File: src/hw/ps_cpld_pkg.sv
// shared definitions for the ps cpld base register block
//   controlport widths and response status codes
//   register offsets inside the 64-word window
//   identification constants and dio field placement
//   pl_db word, decoded as write flags or read status
package ps_cpld_pkg;

  //--------------------------------------------------------------------------
  // controlport
  //--------------------------------------------------------------------------
  localparam int ctrlport_addr_w = 20;
  localparam int ctrlport_data_w = 32;

  localparam logic [1:0] ctrl_sts_okay   = 2'b00;
  localparam logic [1:0] ctrl_sts_cmderr = 2'b01;

  // decoded window, base must be aligned to it
  localparam int num_addresses = 64;
  localparam int window_w      = $clog2(num_addresses);

  //--------------------------------------------------------------------------
  // register offsets
  //--------------------------------------------------------------------------
  localparam logic [window_w-1:0] signature_reg       = 6'h00;
  localparam logic [window_w-1:0] revision_reg        = 6'h04;
  localparam logic [window_w-1:0] oldest_revision_reg = 6'h08;
  localparam logic [window_w-1:0] scratch_reg_addr    = 6'h0C;
  localparam logic [window_w-1:0] git_hash_reg        = 6'h10;
  localparam logic [window_w-1:0] pl_db_reg           = 6'h20;
  localparam logic [window_w-1:0] dio_direction_reg   = 6'h30;

  // id words, revisions in yymmddhh
  localparam logic [ctrlport_data_w-1:0] ps_cpld_signature    = 32'h0A52_2D27;
  localparam logic [ctrlport_data_w-1:0] cpld_revision        = 32'h2106_1408;
  localparam logic [ctrlport_data_w-1:0] oldest_cpld_revision = 32'h2103_0211;
  // clean tree, 7 digit hash
  localparam logic [ctrlport_data_w-1:0] git_hash_value       = 32'h03C4_91FA;

  // dio word: field a at 11:0, field b at 27:16
  localparam int dio_dir_w     = 12;
  localparam int dio_dir_b_lsb = 16;

  //--------------------------------------------------------------------------
  // pl_db word
  //--------------------------------------------------------------------------
  // bit 0 of each pair is db0, bit 1 is db1
  typedef union packed {
    struct packed {
      logic [9:0] rsvd_31_22;
      logic [1:0] assert_reset;
      logic [1:0] rsvd_19_18;
      logic [1:0] release_reset;
      logic       rsvd_15;
      logic       disable_pll_ref_clk;
      logic [1:0] disable_db_clk;
      logic       rsvd_11;
      logic       enable_pll_ref_clk;
      logic [1:0] enable_db_clk;
      logic [7:0] rsvd_7_0;
    } wr;
    struct packed {
      logic [25:0] rsvd_31_6;
      logic [1:0]  db_reset_asserted;
      logic        rsvd_3;
      logic        pll_ref_clk_enabled;
      logic [1:0]  db_clk_enabled;
    } rd;
  } pl_db_word_u;

endpackage

File: src/hw/cfg_bus_if.sv
// decoder to configuration register link
//   write strobes and write data from the decoder
//   scratch and placed dio word back for readback
`timescale 1ns/1ps

interface cfg_bus_if;
  import ps_cpld_pkg::*;

  // one-cycle strobes, valid with wdata in the request cycle
  logic                       scratch_wr;
  logic                       dio_wr;
  logic [ctrlport_data_w-1:0] wdata;

  // current register contents
  logic [ctrlport_data_w-1:0] scratch;
  // fields already at their bit positions, rest zero
  logic [ctrlport_data_w-1:0] dio_dir;

  modport decoder (
    output scratch_wr, dio_wr, wdata,
    input  scratch, dio_dir
  );

  modport regs (
    input  scratch_wr, dio_wr, wdata,
    output scratch, dio_dir
  );

endinterface

File: src/hw/ctrlport_decoder.sv
// controlport request decoder for the base register window
//   window check and offset match
//   write strobes to the configuration and daughterboard blocks
//   id word constants and read data mux
//   registered response, one cycle after the request
`timescale 1ns/1ps

module ctrlport_decoder #(
  parameter logic [ps_cpld_pkg::ctrlport_addr_w-1:0] base_address = '0
) (
  input  logic                                      ctrlport_clk,
  input  logic                                      ctrlport_rst,
  input  logic                                      req_wr,
  input  logic                                      req_rd,
  input  logic [ps_cpld_pkg::ctrlport_addr_w-1:0]   req_addr,
  input  logic [ps_cpld_pkg::ctrlport_data_w-1:0]   req_data,
  cfg_bus_if.decoder                                cfg,
  output logic                                      db_wr,
  input  logic [ps_cpld_pkg::ctrlport_data_w-1:0]   db_status,
  output logic                                      resp_ack,
  output logic [1:0]                                resp_status,
  output logic [ps_cpld_pkg::ctrlport_data_w-1:0]   resp_data
);
  import ps_cpld_pkg::*;

  logic                       in_window;
  logic [window_w-1:0]        offset;
  logic                       req_valid;
  logic                       wr_hit;
  logic                       addr_defined;
  logic                       scratch_sel;
  logic                       dio_sel;
  logic                       db_sel;
  logic [ctrlport_data_w-1:0] rd_word;

  //--------------------------------------------------------------------------
  // address decode
  //--------------------------------------------------------------------------
  // aligned base, so upper bits select the window
  assign in_window = (req_addr[ctrlport_addr_w-1:window_w] ==
                      base_address[ctrlport_addr_w-1:window_w]);
  assign offset    = req_addr[window_w-1:0];

  // no ack at all outside the window
  assign req_valid = (req_wr || req_rd) && in_window;
  assign wr_hit    = req_wr && in_window;

  always_comb begin
    rd_word      = '0;
    addr_defined = 1'b1;
    scratch_sel  = 1'b0;
    dio_sel      = 1'b0;
    db_sel       = 1'b0;
    case (offset)
      // read-only id words, writes ignored
      signature_reg:       rd_word = ps_cpld_signature;
      revision_reg:        rd_word = cpld_revision;
      oldest_revision_reg: rd_word = oldest_cpld_revision;
      git_hash_reg:        rd_word = git_hash_value;
      scratch_reg_addr: begin
        rd_word     = cfg.scratch;
        scratch_sel = 1'b1;
      end
      pl_db_reg: begin
        rd_word = db_status;
        db_sel  = 1'b1;
      end
      dio_direction_reg: begin
        rd_word = cfg.dio_dir;
        dio_sel = 1'b1;
      end
      // hole in the window, cmderr with zero data
      default: addr_defined = 1'b0;
    endcase
  end

  //--------------------------------------------------------------------------
  // write strobes
  //--------------------------------------------------------------------------
  // combinational in the request cycle, blocks update on the same edge
  assign cfg.scratch_wr = wr_hit && scratch_sel;
  assign cfg.dio_wr     = wr_hit && dio_sel;
  assign cfg.wdata      = req_data;
  assign db_wr          = wr_hit && db_sel;

  //--------------------------------------------------------------------------
  // response
  //--------------------------------------------------------------------------
  always_ff @(posedge ctrlport_clk) begin
    if (ctrlport_rst) begin
      resp_ack    <= 1'b0;
      resp_status <= ctrl_sts_okay;
      resp_data   <= '0;
    end else begin
      // single-cycle ack pulse
      resp_ack <= req_valid;
      if (req_valid) begin
        resp_status <= addr_defined ? ctrl_sts_okay : ctrl_sts_cmderr;
        // write wins over read, and returns no data
        resp_data   <= req_wr ? '0 : rd_word;
      end
    end
  end

endmodule

File: src/hw/config_regs.sv
// software configuration registers
//   scratch word
//   dio buffer direction fields a and b
`timescale 1ns/1ps

module config_regs (
  input  logic                               ctrlport_clk,
  input  logic                               ctrlport_rst,
  cfg_bus_if.regs                            cfg,
  output logic [ps_cpld_pkg::dio_dir_w-1:0]  dio_direction_a,
  output logic [ps_cpld_pkg::dio_dir_w-1:0]  dio_direction_b
);
  import ps_cpld_pkg::*;

  logic [ctrlport_data_w-1:0] scratch_q;
  logic [dio_dir_w-1:0]       dir_a_q;
  logic [dio_dir_w-1:0]       dir_b_q;

  always_ff @(posedge ctrlport_clk) begin
    if (ctrlport_rst) begin
      scratch_q <= '0;
      dir_a_q   <= '0;
      dir_b_q   <= '0;
    end else begin
      if (cfg.scratch_wr) begin
        scratch_q <= cfg.wdata;
      end
      // other bits of the word are dropped
      if (cfg.dio_wr) begin
        dir_a_q <= cfg.wdata[dio_dir_w-1:0];
        dir_b_q <= cfg.wdata[dio_dir_b_lsb +: dio_dir_w];
      end
    end
  end

  // readback word, fields in place
  always_comb begin
    cfg.dio_dir                               = '0;
    cfg.dio_dir[dio_dir_w-1:0]                = dir_a_q;
    cfg.dio_dir[dio_dir_b_lsb +: dio_dir_w]   = dir_b_q;
  end

  assign cfg.scratch     = scratch_q;
  assign dio_direction_a = dir_a_q;
  assign dio_direction_b = dir_b_q;

endmodule

File: src/hw/db_power_ctrl.sv
// daughterboard clock and reset control
//   db0/db1 clock enables and pll reference clock enable
//   db0/db1 reset, asserted out of reset
//   status word in the pl_db read layout
`timescale 1ns/1ps

module db_power_ctrl (
  input  logic                                    ctrlport_clk,
  input  logic                                    ctrlport_rst,
  input  logic                                    db_wr,
  input  logic [ps_cpld_pkg::ctrlport_data_w-1:0] wdata,
  output logic [1:0]                              db_clk_enable,
  output logic [1:0]                              db_reset,
  output logic                                    pll_ref_clk_enable,
  output logic [ps_cpld_pkg::ctrlport_data_w-1:0] db_status
);
  import ps_cpld_pkg::*;

  pl_db_word_u cmd;
  pl_db_word_u status_word;

  // incoming word seen as command flags
  assign cmd = wdata;

  //--------------------------------------------------------------------------
  // state bits
  //--------------------------------------------------------------------------
  // clocks: disable beats enable
  // resets: assert beats release
  // no flag for a bit leaves it alone
  always_ff @(posedge ctrlport_clk) begin
    if (ctrlport_rst) begin
      db_clk_enable      <= 2'b00;
      db_reset           <= 2'b11;
      pll_ref_clk_enable <= 1'b0;
    end else if (db_wr) begin
      db_clk_enable      <= (db_clk_enable | cmd.wr.enable_db_clk) &
                            ~cmd.wr.disable_db_clk;
      pll_ref_clk_enable <= (pll_ref_clk_enable | cmd.wr.enable_pll_ref_clk) &
                            ~cmd.wr.disable_pll_ref_clk;
      db_reset           <= (db_reset & ~cmd.wr.release_reset) |
                            cmd.wr.assert_reset;
    end
  end

  //--------------------------------------------------------------------------
  // status readback
  //--------------------------------------------------------------------------
  always_comb begin
    status_word                        = '0;
    status_word.rd.db_clk_enabled      = db_clk_enable;
    status_word.rd.pll_ref_clk_enabled = pll_ref_clk_enable;
    status_word.rd.db_reset_asserted   = db_reset;
  end

  assign db_status = status_word;

endmodule

File: src/hw/ps_cpld_regs.sv
// ps cpld base register block, top level
//   controlport decoder
//   scratch and dio direction registers
//   daughterboard clock and reset control
`timescale 1ns/1ps

module ps_cpld_regs #(
  parameter logic [ps_cpld_pkg::ctrlport_addr_w-1:0] base_address = '0
) (
  input  logic                                    ctrlport_clk,
  input  logic                                    ctrlport_rst,

  // controlport request
  input  logic                                    req_wr,
  input  logic                                    req_rd,
  input  logic [ps_cpld_pkg::ctrlport_addr_w-1:0] req_addr,
  input  logic [ps_cpld_pkg::ctrlport_data_w-1:0] req_data,
  // controlport response
  output logic                                    resp_ack,
  output logic [1:0]                              resp_status,
  output logic [ps_cpld_pkg::ctrlport_data_w-1:0] resp_data,

  // configuration outputs
  output logic [1:0]                              db_clk_enable,
  output logic [1:0]                              db_reset,
  output logic                                    pll_ref_clk_enable,
  output logic [ps_cpld_pkg::dio_dir_w-1:0]       dio_direction_a,
  output logic [ps_cpld_pkg::dio_dir_w-1:0]       dio_direction_b
);
  import ps_cpld_pkg::*;

  logic                       db_wr;
  logic [ctrlport_data_w-1:0] db_status;

  cfg_bus_if cfg ();

  ctrlport_decoder #(
    .base_address (base_address)
  ) decoder_i (
    .ctrlport_clk (ctrlport_clk),
    .ctrlport_rst (ctrlport_rst),
    .req_wr       (req_wr),
    .req_rd       (req_rd),
    .req_addr     (req_addr),
    .req_data     (req_data),
    .cfg          (cfg.decoder),
    .db_wr        (db_wr),
    .db_status    (db_status),
    .resp_ack     (resp_ack),
    .resp_status  (resp_status),
    .resp_data    (resp_data)
  );

  config_regs config_regs_i (
    .ctrlport_clk    (ctrlport_clk),
    .ctrlport_rst    (ctrlport_rst),
    .cfg             (cfg.regs),
    .dio_direction_a (dio_direction_a),
    .dio_direction_b (dio_direction_b)
  );

  // write data straight from the request, strobe from the decoder
  db_power_ctrl db_power_ctrl_i (
    .ctrlport_clk       (ctrlport_clk),
    .ctrlport_rst       (ctrlport_rst),
    .db_wr              (db_wr),
    .wdata              (req_data),
    .db_clk_enable      (db_clk_enable),
    .db_reset           (db_reset),
    .pll_ref_clk_enable (pll_ref_clk_enable),
    .db_status          (db_status)
  );

endmodule

File: config.mk
export PLATFORM = sky130hd
export DESIGN_NAME = ps_cpld_regs
export DESIGN_NICKNAME = d
export VERILOG_FILES = /design/src/hw/ps_cpld_pkg.sv /design/src/hw/cfg_bus_if.sv /design/src/hw/ctrlport_decoder.sv /design/src/hw/config_regs.sv /design/src/hw/db_power_ctrl.sv /design/src/hw/ps_cpld_regs.sv
export SDC_FILE = /design/constraint.sdc
export NUM_CORES = 1
export LEC_CHECK = 0
export BUFFER_PORTS_ARGS = -buffer_cell sky130_fd_sc_hd__buf_2
export CORE_ASPECT_RATIO = 1.2
export CORE_UTILIZATION = 52
export DETAILED_ROUTE_END_ITERATION = 16
export PLACE_DENSITY = 0.8
export SLEW_MARGIN = 30
export SYNTH_ARGS = -nofsm -noshare
export SYNTH_HDL_FRONTEND = slang
export SYNTH_SLANG_ARGS = --single-unit
File: constraint.sdc
create_clock -name ctrlport_clk -period 2.7 [get_ports ctrlport_clk]
set_clock_uncertainty 0.1 [all_clocks]
set_input_delay 0.54 -clock ctrlport_clk [delete_from_list [all_inputs] [get_ports ctrlport_clk]]
set_output_delay 0.54 -clock ctrlport_clk [all_outputs]
set_load 0.03 [all_outputs]
==> results.toml, run 1 <==
[global_route]
grt_pass1_wl_mm = 20.2
grt_use_met2_pct = 46.2
top_usage_layer = "met2"
met1_usage_pct = 40.2
grt_usage_pct = 29.6
grt_overflow = 0
grt_max_degree = 57
use_met3_pct = 5.41
grt_pass1_vias = 4035
antenna_found_initial = 0

[yosys]
synth_common_cells = "dfxtp_1, a21oi_1, o21ai_0"
syn_area_per_cell_um2 = 9.10
synth.area.top_cells = "dfxtp_1, a21oi_1, nand4_1"
synth_edf_count = 0
yosysTopAreaCellShare_pct = 44.0
synthFlopType = "dfxtp_1"
syn_inst = 475
ys_ff_latch = 95
synth_top_cell_by_area = "dfxtp_1"
async_flop_share_pct = 0
yosysUniqueCellTypes = 49
synth_area_um2 = 4320
synth_most_common_cell = "dfxtp_1"
synthesis.nets = 531
yosysSeqAreaShare_pct = 44.0
ys_warn_count = 0

[route]
postRouteAntennaNets = 0
drt_wl_total_mm = 12.8
avgRoutedWirePerCell_um = 19.1
drt_iter0_drc = 555
first_pass_iters = 6
drc_errors = 0
via_per_inst = 6.56
vias = 4404

[floorplanning]
die_x_um = 85.2
dieArea_um2 = 8690
num_rows = 36
core_um2 = 8110
fp.dieH_um = 102
initial_core_util_pct = 53.3
top_level_ports = 120

[timing]
min_period_ns = 2.07
rsz0062_at_grt = "false"
drv_slew = 0
tightest_slew_ns = 0.544
hold_viol = 0
maxSlewHeadroom_pct = 63.4
min_period_over_period_pct = 76.6
finalWorstSetupSlack_ns = 0.631
setup_viol = 0
fmax_mhz = 483
whs_ns = 0.291
timing.setup.tns_ns = 0

[placed_design]
portBuffers = 118
post-place-ws_ns = 0.235
post-place-cells = 656
post_dp_cell_area_um2 = 5030
dp_hpwl_mm = 8.47
routabilityCongestion = 0.855

[cells_and_area]
syn2layout_area_growth_pct = 20.0
fin_util_pct = 64.0
final_area_um2 = 5190
fin_nets = 628
final_cells = 671
antenna_cells = 0
drive_above_1_share_pct = 32.8

[pwr]
ir_drop_v = 0.000272
p_seq_share_pct = 58.2
p_int_mw = 1.79
p_switching_mw = 0.611
pwr-share-comb_pct = 7.5
swShare_pct = 25.4
power_leakage_nw = 1.91
clkPwrFrac_pct = 34.3
powerDensity_nw_per_um2 = 463
power_mw = 2.40

[worst_setup_path]
path_class = "in -> reg"
critPathCaptureType = "register"
startpoint_type = "input port"
arrival_ns = 2.26
crit_fanout = 21
cp.required_ns = 2.89

[clocking]
ctsHtreeMaxLevel = 3
cts_sinks = 95
cts_tree = "done"
clk_latency_ns = 0.37
cts.path.max_buffers = 2
numCtsBuffers = 9
ctsRootBufferMaster = "clkbuf_8"
cts_resized = 0
cts_setup_buffers = 0
cts_hold_buf = 0
clkTransAtPathRegs_ns = 0.10

[job]
cap_violations = 0

[outcome]
status = "completed"

[min_path]
hold_class = "in -> reg"
[kinds of logic (layout without fill, tap and decap cells)]
logic type      after synthesis  after routing  share of synthesized area, %
mux                           3              3                         0.723
xor+xnor                      2              2                         0.405
flops                        95             95                          44.0
buf+inv                      54            155                          5.76
other cells                   1              1                        0.0867
compound gates              204            204                          31.3
simple gates                116            116                          17.7
[power by group through the flow]
stage,registers (mW),clock network (mW),logic [mW]
3_5_place_dp,1.43,0,0.175
4_1_cts,1.40,0.831,0.175
3_3_place_gp,1.43,0,0.172
5_1_grt,1.40,0.883,0.190
6_report,1.40,0.825,0.179
2_1_floorplan,1.43,0,0.0833
[cell type report]
class	instances	area, um^2
fill	715	2920
clock buffer	10	128
tap	95	119
timing repair buffer	140	818
multi-input combinational	326	2190
sequential	95	1900
clock inverter	5	36.3
[sequential cells by signal (all words and copies together), names as in the netlist]
| name | cells |
|---|---|
| config_regs_i.dio_direction_b | 12 |
| decoder_i.resp_ack | 1 |
| decoder_i.resp_data | 32 |
| db_power_ctrl_i.db_reset | 2 |
| db_power_ctrl_i.pll_ref_clk_enable | 1 |
| db_power_ctrl_i.db_clk_enable | 2 |
| decoder_i.resp_status | 1 |
| config_regs_i.dio_direction_a | 12 |
| config_regs_i.cfg.scratch | 32 |
[cells in the final DEF, fill, tap and decap left out, drive strengths merged, types with 4 or more instances in the layout]
cell / synthesis / routed
a21oi: 81 / 81
a221oi: 4 / 4
a22o: 6 / 6
a22oi: 4 / 4
a2bb2oi: 4 / 4
a31oi: 4 / 4
buf: 20 / 140
clkbuf: 34 / 10
dfxtp: 95 / 95
nand2: 11 / 11
nand3: 4 / 4
nand4: 62 / 62
nor2: 8 / 8
nor2b: 7 / 7
nor3: 5 / 5
nor4: 6 / 6
o21ai: 67 / 67
o2bb2ai: 26 / 26
[path summary, 6_finish.rpt]
kind                                  from                            endpoint  slack, ns  depth (start not counted)
max                           req_addr[17]             decoder_i.resp_data[12]       0.63                          5
min                           req_data[14]  db_power_ctrl_i.pll_ref_clk_enable       0.29                          2
max reg2reg  config_regs_i.cfg.scratch[29]             decoder_i.resp_data[29]       1.44                          3
min reg2reg         decoder_i.resp_data[6]              decoder_i.resp_data[6]       0.38                          1
[per-layer routing]
| metal | up-vias | routed length, um |
|---|---|---|
| met5 | - | 0 |
| met4 | 0 | 407 |
| met3 | 33 | 1250 |
| met2 | 282 | 5950 |
| met1 | 2066 | 5250 |
| li1 | 2023 | - |
[critical path, stage by stage]
cell and delay [ns]:
buf_2 0.11, nor4_4 0.39, nand4_4 0.21, or4_4 0.78
o2bb2ai_2 0.21
Note: power is estimated with default switching activity, not from simulation.
==> run 2: changes to the inputs <==
- clock period: 2.7 -> 2 ns (I/O delays scaled with it)
==> run 2 against run 1 <==
Register-to-register slack got worse by 0.67 ns. Non-clock buffer count rose by 19. First-iteration DRC count fell by 9.4%. Clock-buffer cell count rose by 3. Total power rose by 42%. Largest cell class unchanged. Global-route usage rose by 2.0 points. Critical path depth rose by 2. Critical endpoint is now config_regs_i.cfg.scratch[11]. Cell count rose by 3.0%. Worst hold slack got worse by 0.16 ns. Sequential power rose by 35%. Design area rose by 4.2%.
==> results.toml, run 2 (same netlist as run 1, synthesis figures left out) <==
[outcome]
status = "completed"

[worst_setup_path]
cp.buffers_inverters = 3
worst_r2r_startpoint = "config_regs_i.cfg.scratch[29]"
critPathCaptureType = "register"
path_class = "in -> reg"
cp.depth = 7
reg2reg_to = "decoder_i.resp_data[29]"
r2r_cells = 3
r2r_slack_ns = 0.77
crit_path_top_delay_cell = "nor4_1"
cpMostUsedCell = "buf_4"
startpoint_type = "input port"
slowest_delay_ns = 0.51
crit_path_end = "config_regs_i.cfg.scratch[11]"
crit_chain = "buf_2 > nor4_1 > buf_4 > nand3_1 > buf_4 > o21ai_0 > a21oi_1"
crit_fanout = 24
crit_start = "req_addr[1]"
arrival_ns = 1.89
cp.required_ns = 2.13
critical-path-top-delay-family = "simple AND/OR/NAND/NOR gates"

[global_route]
grt_usage_pct = 31.6
grt_pass1_wl_mm = 21.3
grt_max_degree = 69
antenna_found_initial = 0
grt_overflow = 0
grt_pass1_vias = 4153

[placed_design]
routabilityCongestion = 0.902
post_dp_cell_area_um2 = 5220
portBuffers = 118
dp_hpwl_mm = 9.11
post-place-cells = 675

[cells_and_area]
antenna_cells = 0
final_area_um2 = 5410
final_cells = 691
drive_above_1_share_pct = 34.7
syn2layout_area_growth_pct = 25.1
fin_nets = 647
most-common-layout-cells = "buf_2, dfxtp_1, a21oi_1"
final_common_cell = "buf_2"

[clocking]
cts_setup_buffers = 0
cts_tree = "done"
cts.path.max_buffers = 2
clk_latency_ns = 0.37
ctsRootBufferMaster = "clkbuf_8"
ctsHtreeMaxLevel = 3
cts_hold_buf = 0
numCtsBuffers = 9
cts_sinks = 95
clkTransAtPathRegs_ns = 0.09
cts_resized = 0

[floorplanning]
die_x_um = 85.2
dieArea_um2 = 8690
core_um2 = 8110
top_level_ports = 120
fp.dieH_um = 102
initial_core_util_pct = 53.3
num_rows = 36

[timing]
tightest_slew_ns = 0.750
maxSlewHeadroom_pct = 50.0
hold_viol = 0
min_period_over_period_pct = 87.8
rsz0062_at_grt = "false"
whs_ns = 0.128
setup_viol = 0
drv_slew = 0
min_period_ns = 1.76
fmax_mhz = 569

[route]
avgRoutedWirePerCell_um = 19.4
drt_wl_total_mm = 13.4
first_pass_iters = 5
via_per_inst = 6.55
postRouteAntennaNets = 0
drt_iter0_drc = 503
vias = 4527
drc_errors = 0

[job]
cap_violations = 0

[pwr]
powerDensity_nw_per_um2 = 630
power_mw = 3.41
ir_drop_v = 0.000522
power_leakage_nw = 2.04

[min_path]
hold_class = "in -> reg"
holdPathStages = 2
==> run 2: stage by stage <==
stage / setup slack, ns / util [%] / setup TNS, ns
floorplan: 0.0511 / - / 0
global placement: -0.0610 / 64.4 / -2.32
detailed placement: -0.128 / 64.4 / -4.36
CTS: 0.255 / 66.7 / 0
global route: 0.169 / 66.7 / 0
finish: 0.243 / 66.7 / 0
==> run 2: routing by layer <==
layer | track usage (%) | part of all wire (%) | vias to the layer above
met2 | 50.3 | 47 | 291
met4 | 17.7 | 4.0 | 0
met3 | 5.65 | 9.6 | 50
met5 | 0 | 0 | -
li1 | - | - | 2049
met1 | 40.8 | 39 | 2137
==> run 2: how the worst min path moves through the flow <==
stage                                              from                          endpoint
after floorplan           config_regs_i.cfg.scratch[17]     config_regs_i.cfg.scratch[17]
after global placement          decoder_i.resp_data[16]           decoder_i.resp_data[16]
after detailed placement         decoder_i.resp_data[6]            decoder_i.resp_data[6]
after CTS                                  req_data[12]  db_power_ctrl_i.db_clk_enable[0]
after global routing                       req_data[13]  db_power_ctrl_i.db_clk_enable[1]
final                                      req_data[12]  db_power_ctrl_i.db_clk_enable[0]
==> run 2: area by class of cell <==
cell class | count | area, um^2
fill | 660 | 2700
multi-input combinational | 326 | 2190
sequential | 95 | 1900
timing repair buffer | 159 | 1010
clock buffer | 13 | 149
tap | 95 | 119
clock inverter | 3 | 42.5
==> run 2: where the power goes <==
part	switching, mW	internal, mW	total (mW)	leakage, nW
clock network	0.648	0.612	1.26	0.0936
registers	0.00000163	1.89	1.89	0.765
logic	0.162	0.0949	0.257	1.18
total	0.810	2.60	3.41	2.04
==> run 3: changes to the inputs <==
- PLACE_DENSITY: 0.8 -> 0.86
==> run 3 against run 2 <==
Clock power is 5% higher. Sequential cell count stayed put. Sequential share of layout area hardly changed. Total power is 1.8% higher. Setup slack worse by 0.075 ns. Largest power group unchanged. First-iteration DRC count is 2.2% higher. Combinational power hardly changed. Die area stayed put. Sequential power hardly changed.
==> results.toml, run 3 (same netlist as run 1, synthesis figures left out) <==
[global_route]
grt_usage_pct = 31.2
grt_overflow = 0
grt_pass1_wl_mm = 20.9
grt_pass1_vias = 4193
grt_max_degree = 69
antenna_found_initial = 0

[outcome]
status = "completed"

[clocking]
ctsHtreeMaxLevel = 3
ctsRootBufferMaster = "clkbuf_8"
clk_latency_ns = 0.38
numCtsBuffers = 9
cts_tree = "done"
cts_resized = 0
cts_setup_buffers = 0
cts_hold_buf = 0
cts_sinks = 95
cts.path.max_buffers = 2
clkTransAtPathRegs_ns = 0.11

[cells_and_area]
final_common_cell = "buf_2"
final_cells = 692
fin_nets = 648
antenna_cells = 0
fin_util_pct = 66.8
most-common-layout-cells = "buf_2, dfxtp_1, a21oi_1"
syn2layout_area_growth_pct = 25.3
drive_above_1_share_pct = 35.3
final_area_um2 = 5420

[placed_design]
post-place-cells = 676
portBuffers = 118
post_dp_cell_area_um2 = 5210
routabilityCongestion = 0.914
dp_hpwl_mm = 9.21

[floorplanning]
num_rows = 36
die_x_um = 85.2
fp.dieH_um = 102
dieArea_um2 = 8690
core_um2 = 8110
initial_core_util_pct = 53.3
top_level_ports = 120

[min_path]
holdPathStages = 2
hold_class = "in -> reg"

[timing]
drv_slew = 0
rsz0062_at_grt = "false"
min_period_over_period_pct = 91.6
min_period_ns = 1.83
hold_viol = 0
setup_viol = 0
timing.setup.tns_ns = 0
tightest_slew_ns = 0.734
fmax_mhz = 546
maxSlewHeadroom_pct = 51.1

[route]
via_per_inst = 6.62
drc_errors = 0
vias = 4579
first_pass_iters = 5
avgRoutedWirePerCell_um = 19.6
drt_wl_total_mm = 13.6
postRouteAntennaNets = 0
drt_iter0_drc = 514

[worst_setup_path]
critPathCaptureType = "register"
cp.required_ns = 2.21
arrival_ns = 2.04
r2r_cells = 3
crit_path_top_delay_cell = "or4_1"
crit_fanout = 24
slowest_delay_ns = 0.61
crit_chain = "buf_2 > or4_1 > buf_4 > nor2_4 > buf_12 > nand4_1 > a21oi_1"
path_class = "in -> reg"
startpoint_type = "input port"

[job]
cap_violations = 0

[pwr]
powerDensity_nw_per_um2 = 640
power_leakage_nw = 2.04
ir_drop_v = 0.000684
run 3: stage by stage:
stage               power [mW]  setup WS [ns]  hold slack (ns)
floorplan                 2.05         0.0511            0.346
global placement          2.18        -0.0917            0.354
detailed placement        2.18         -0.163            0.353
CTS                       3.47          0.203            0.117
global route              3.56          0.104            0.124
finish                    3.47          0.169            0.140
run 3: power by group:
part | leakage, nW | internal, mW | switching [mW]
registers | 0.765 | 1.89 | 0.00000140
clock network | 0.0929 | 0.591 | 0.731
logic | 1.18 | 0.0951 | 0.162
total | 2.04 | 2.58 | 0.892
run 3: critical path: cells and delay by family:
family                 cells  cell delay, ns
and+or+nand+nor            3            0.90
buffers and inverters      3            0.53
AOI/OAI and AO/OA          1            0.20
run 3: final cells by class:
cell class | count | area (um^2)
Timing Repair Buffer | 160 | 1010
Sequential cell | 95 | 1900
Multi-Input combinational cell | 326 | 2190
Fill cell | 655 | 2690
Clock inverter | 7 | 78.8
Clock buffer | 9 | 124
Tap cell | 95 | 119
run 3: layer usage:
layer  up-vias  track usage (%)  part of all wire, %  wire length, um
met4         0             18.1                  4.3              578
met1      2153             37.8                   37             5050
met5         -                0                    0                0
li1       2052                -                    -                -
met2       325             50.1                   48             6510
met3        49             8.80                   11             1450
run 3: final timing paths:
| kind | from | to | slack (ns) |
|---|---|---|---|
| max reg2reg | config_regs_i.cfg.scratch[29] | decoder_i.resp_data[29] | 0.70 |
| max | req_addr[1] | config_regs_i.dio_direction_a[0] | 0.17 |
| min | req_data[12] | db_power_ctrl_i.db_clk_enable[0] | 0.14 |
| min reg2reg | decoder_i.resp_data[15] | decoder_i.resp_data[15] | 0.37 |
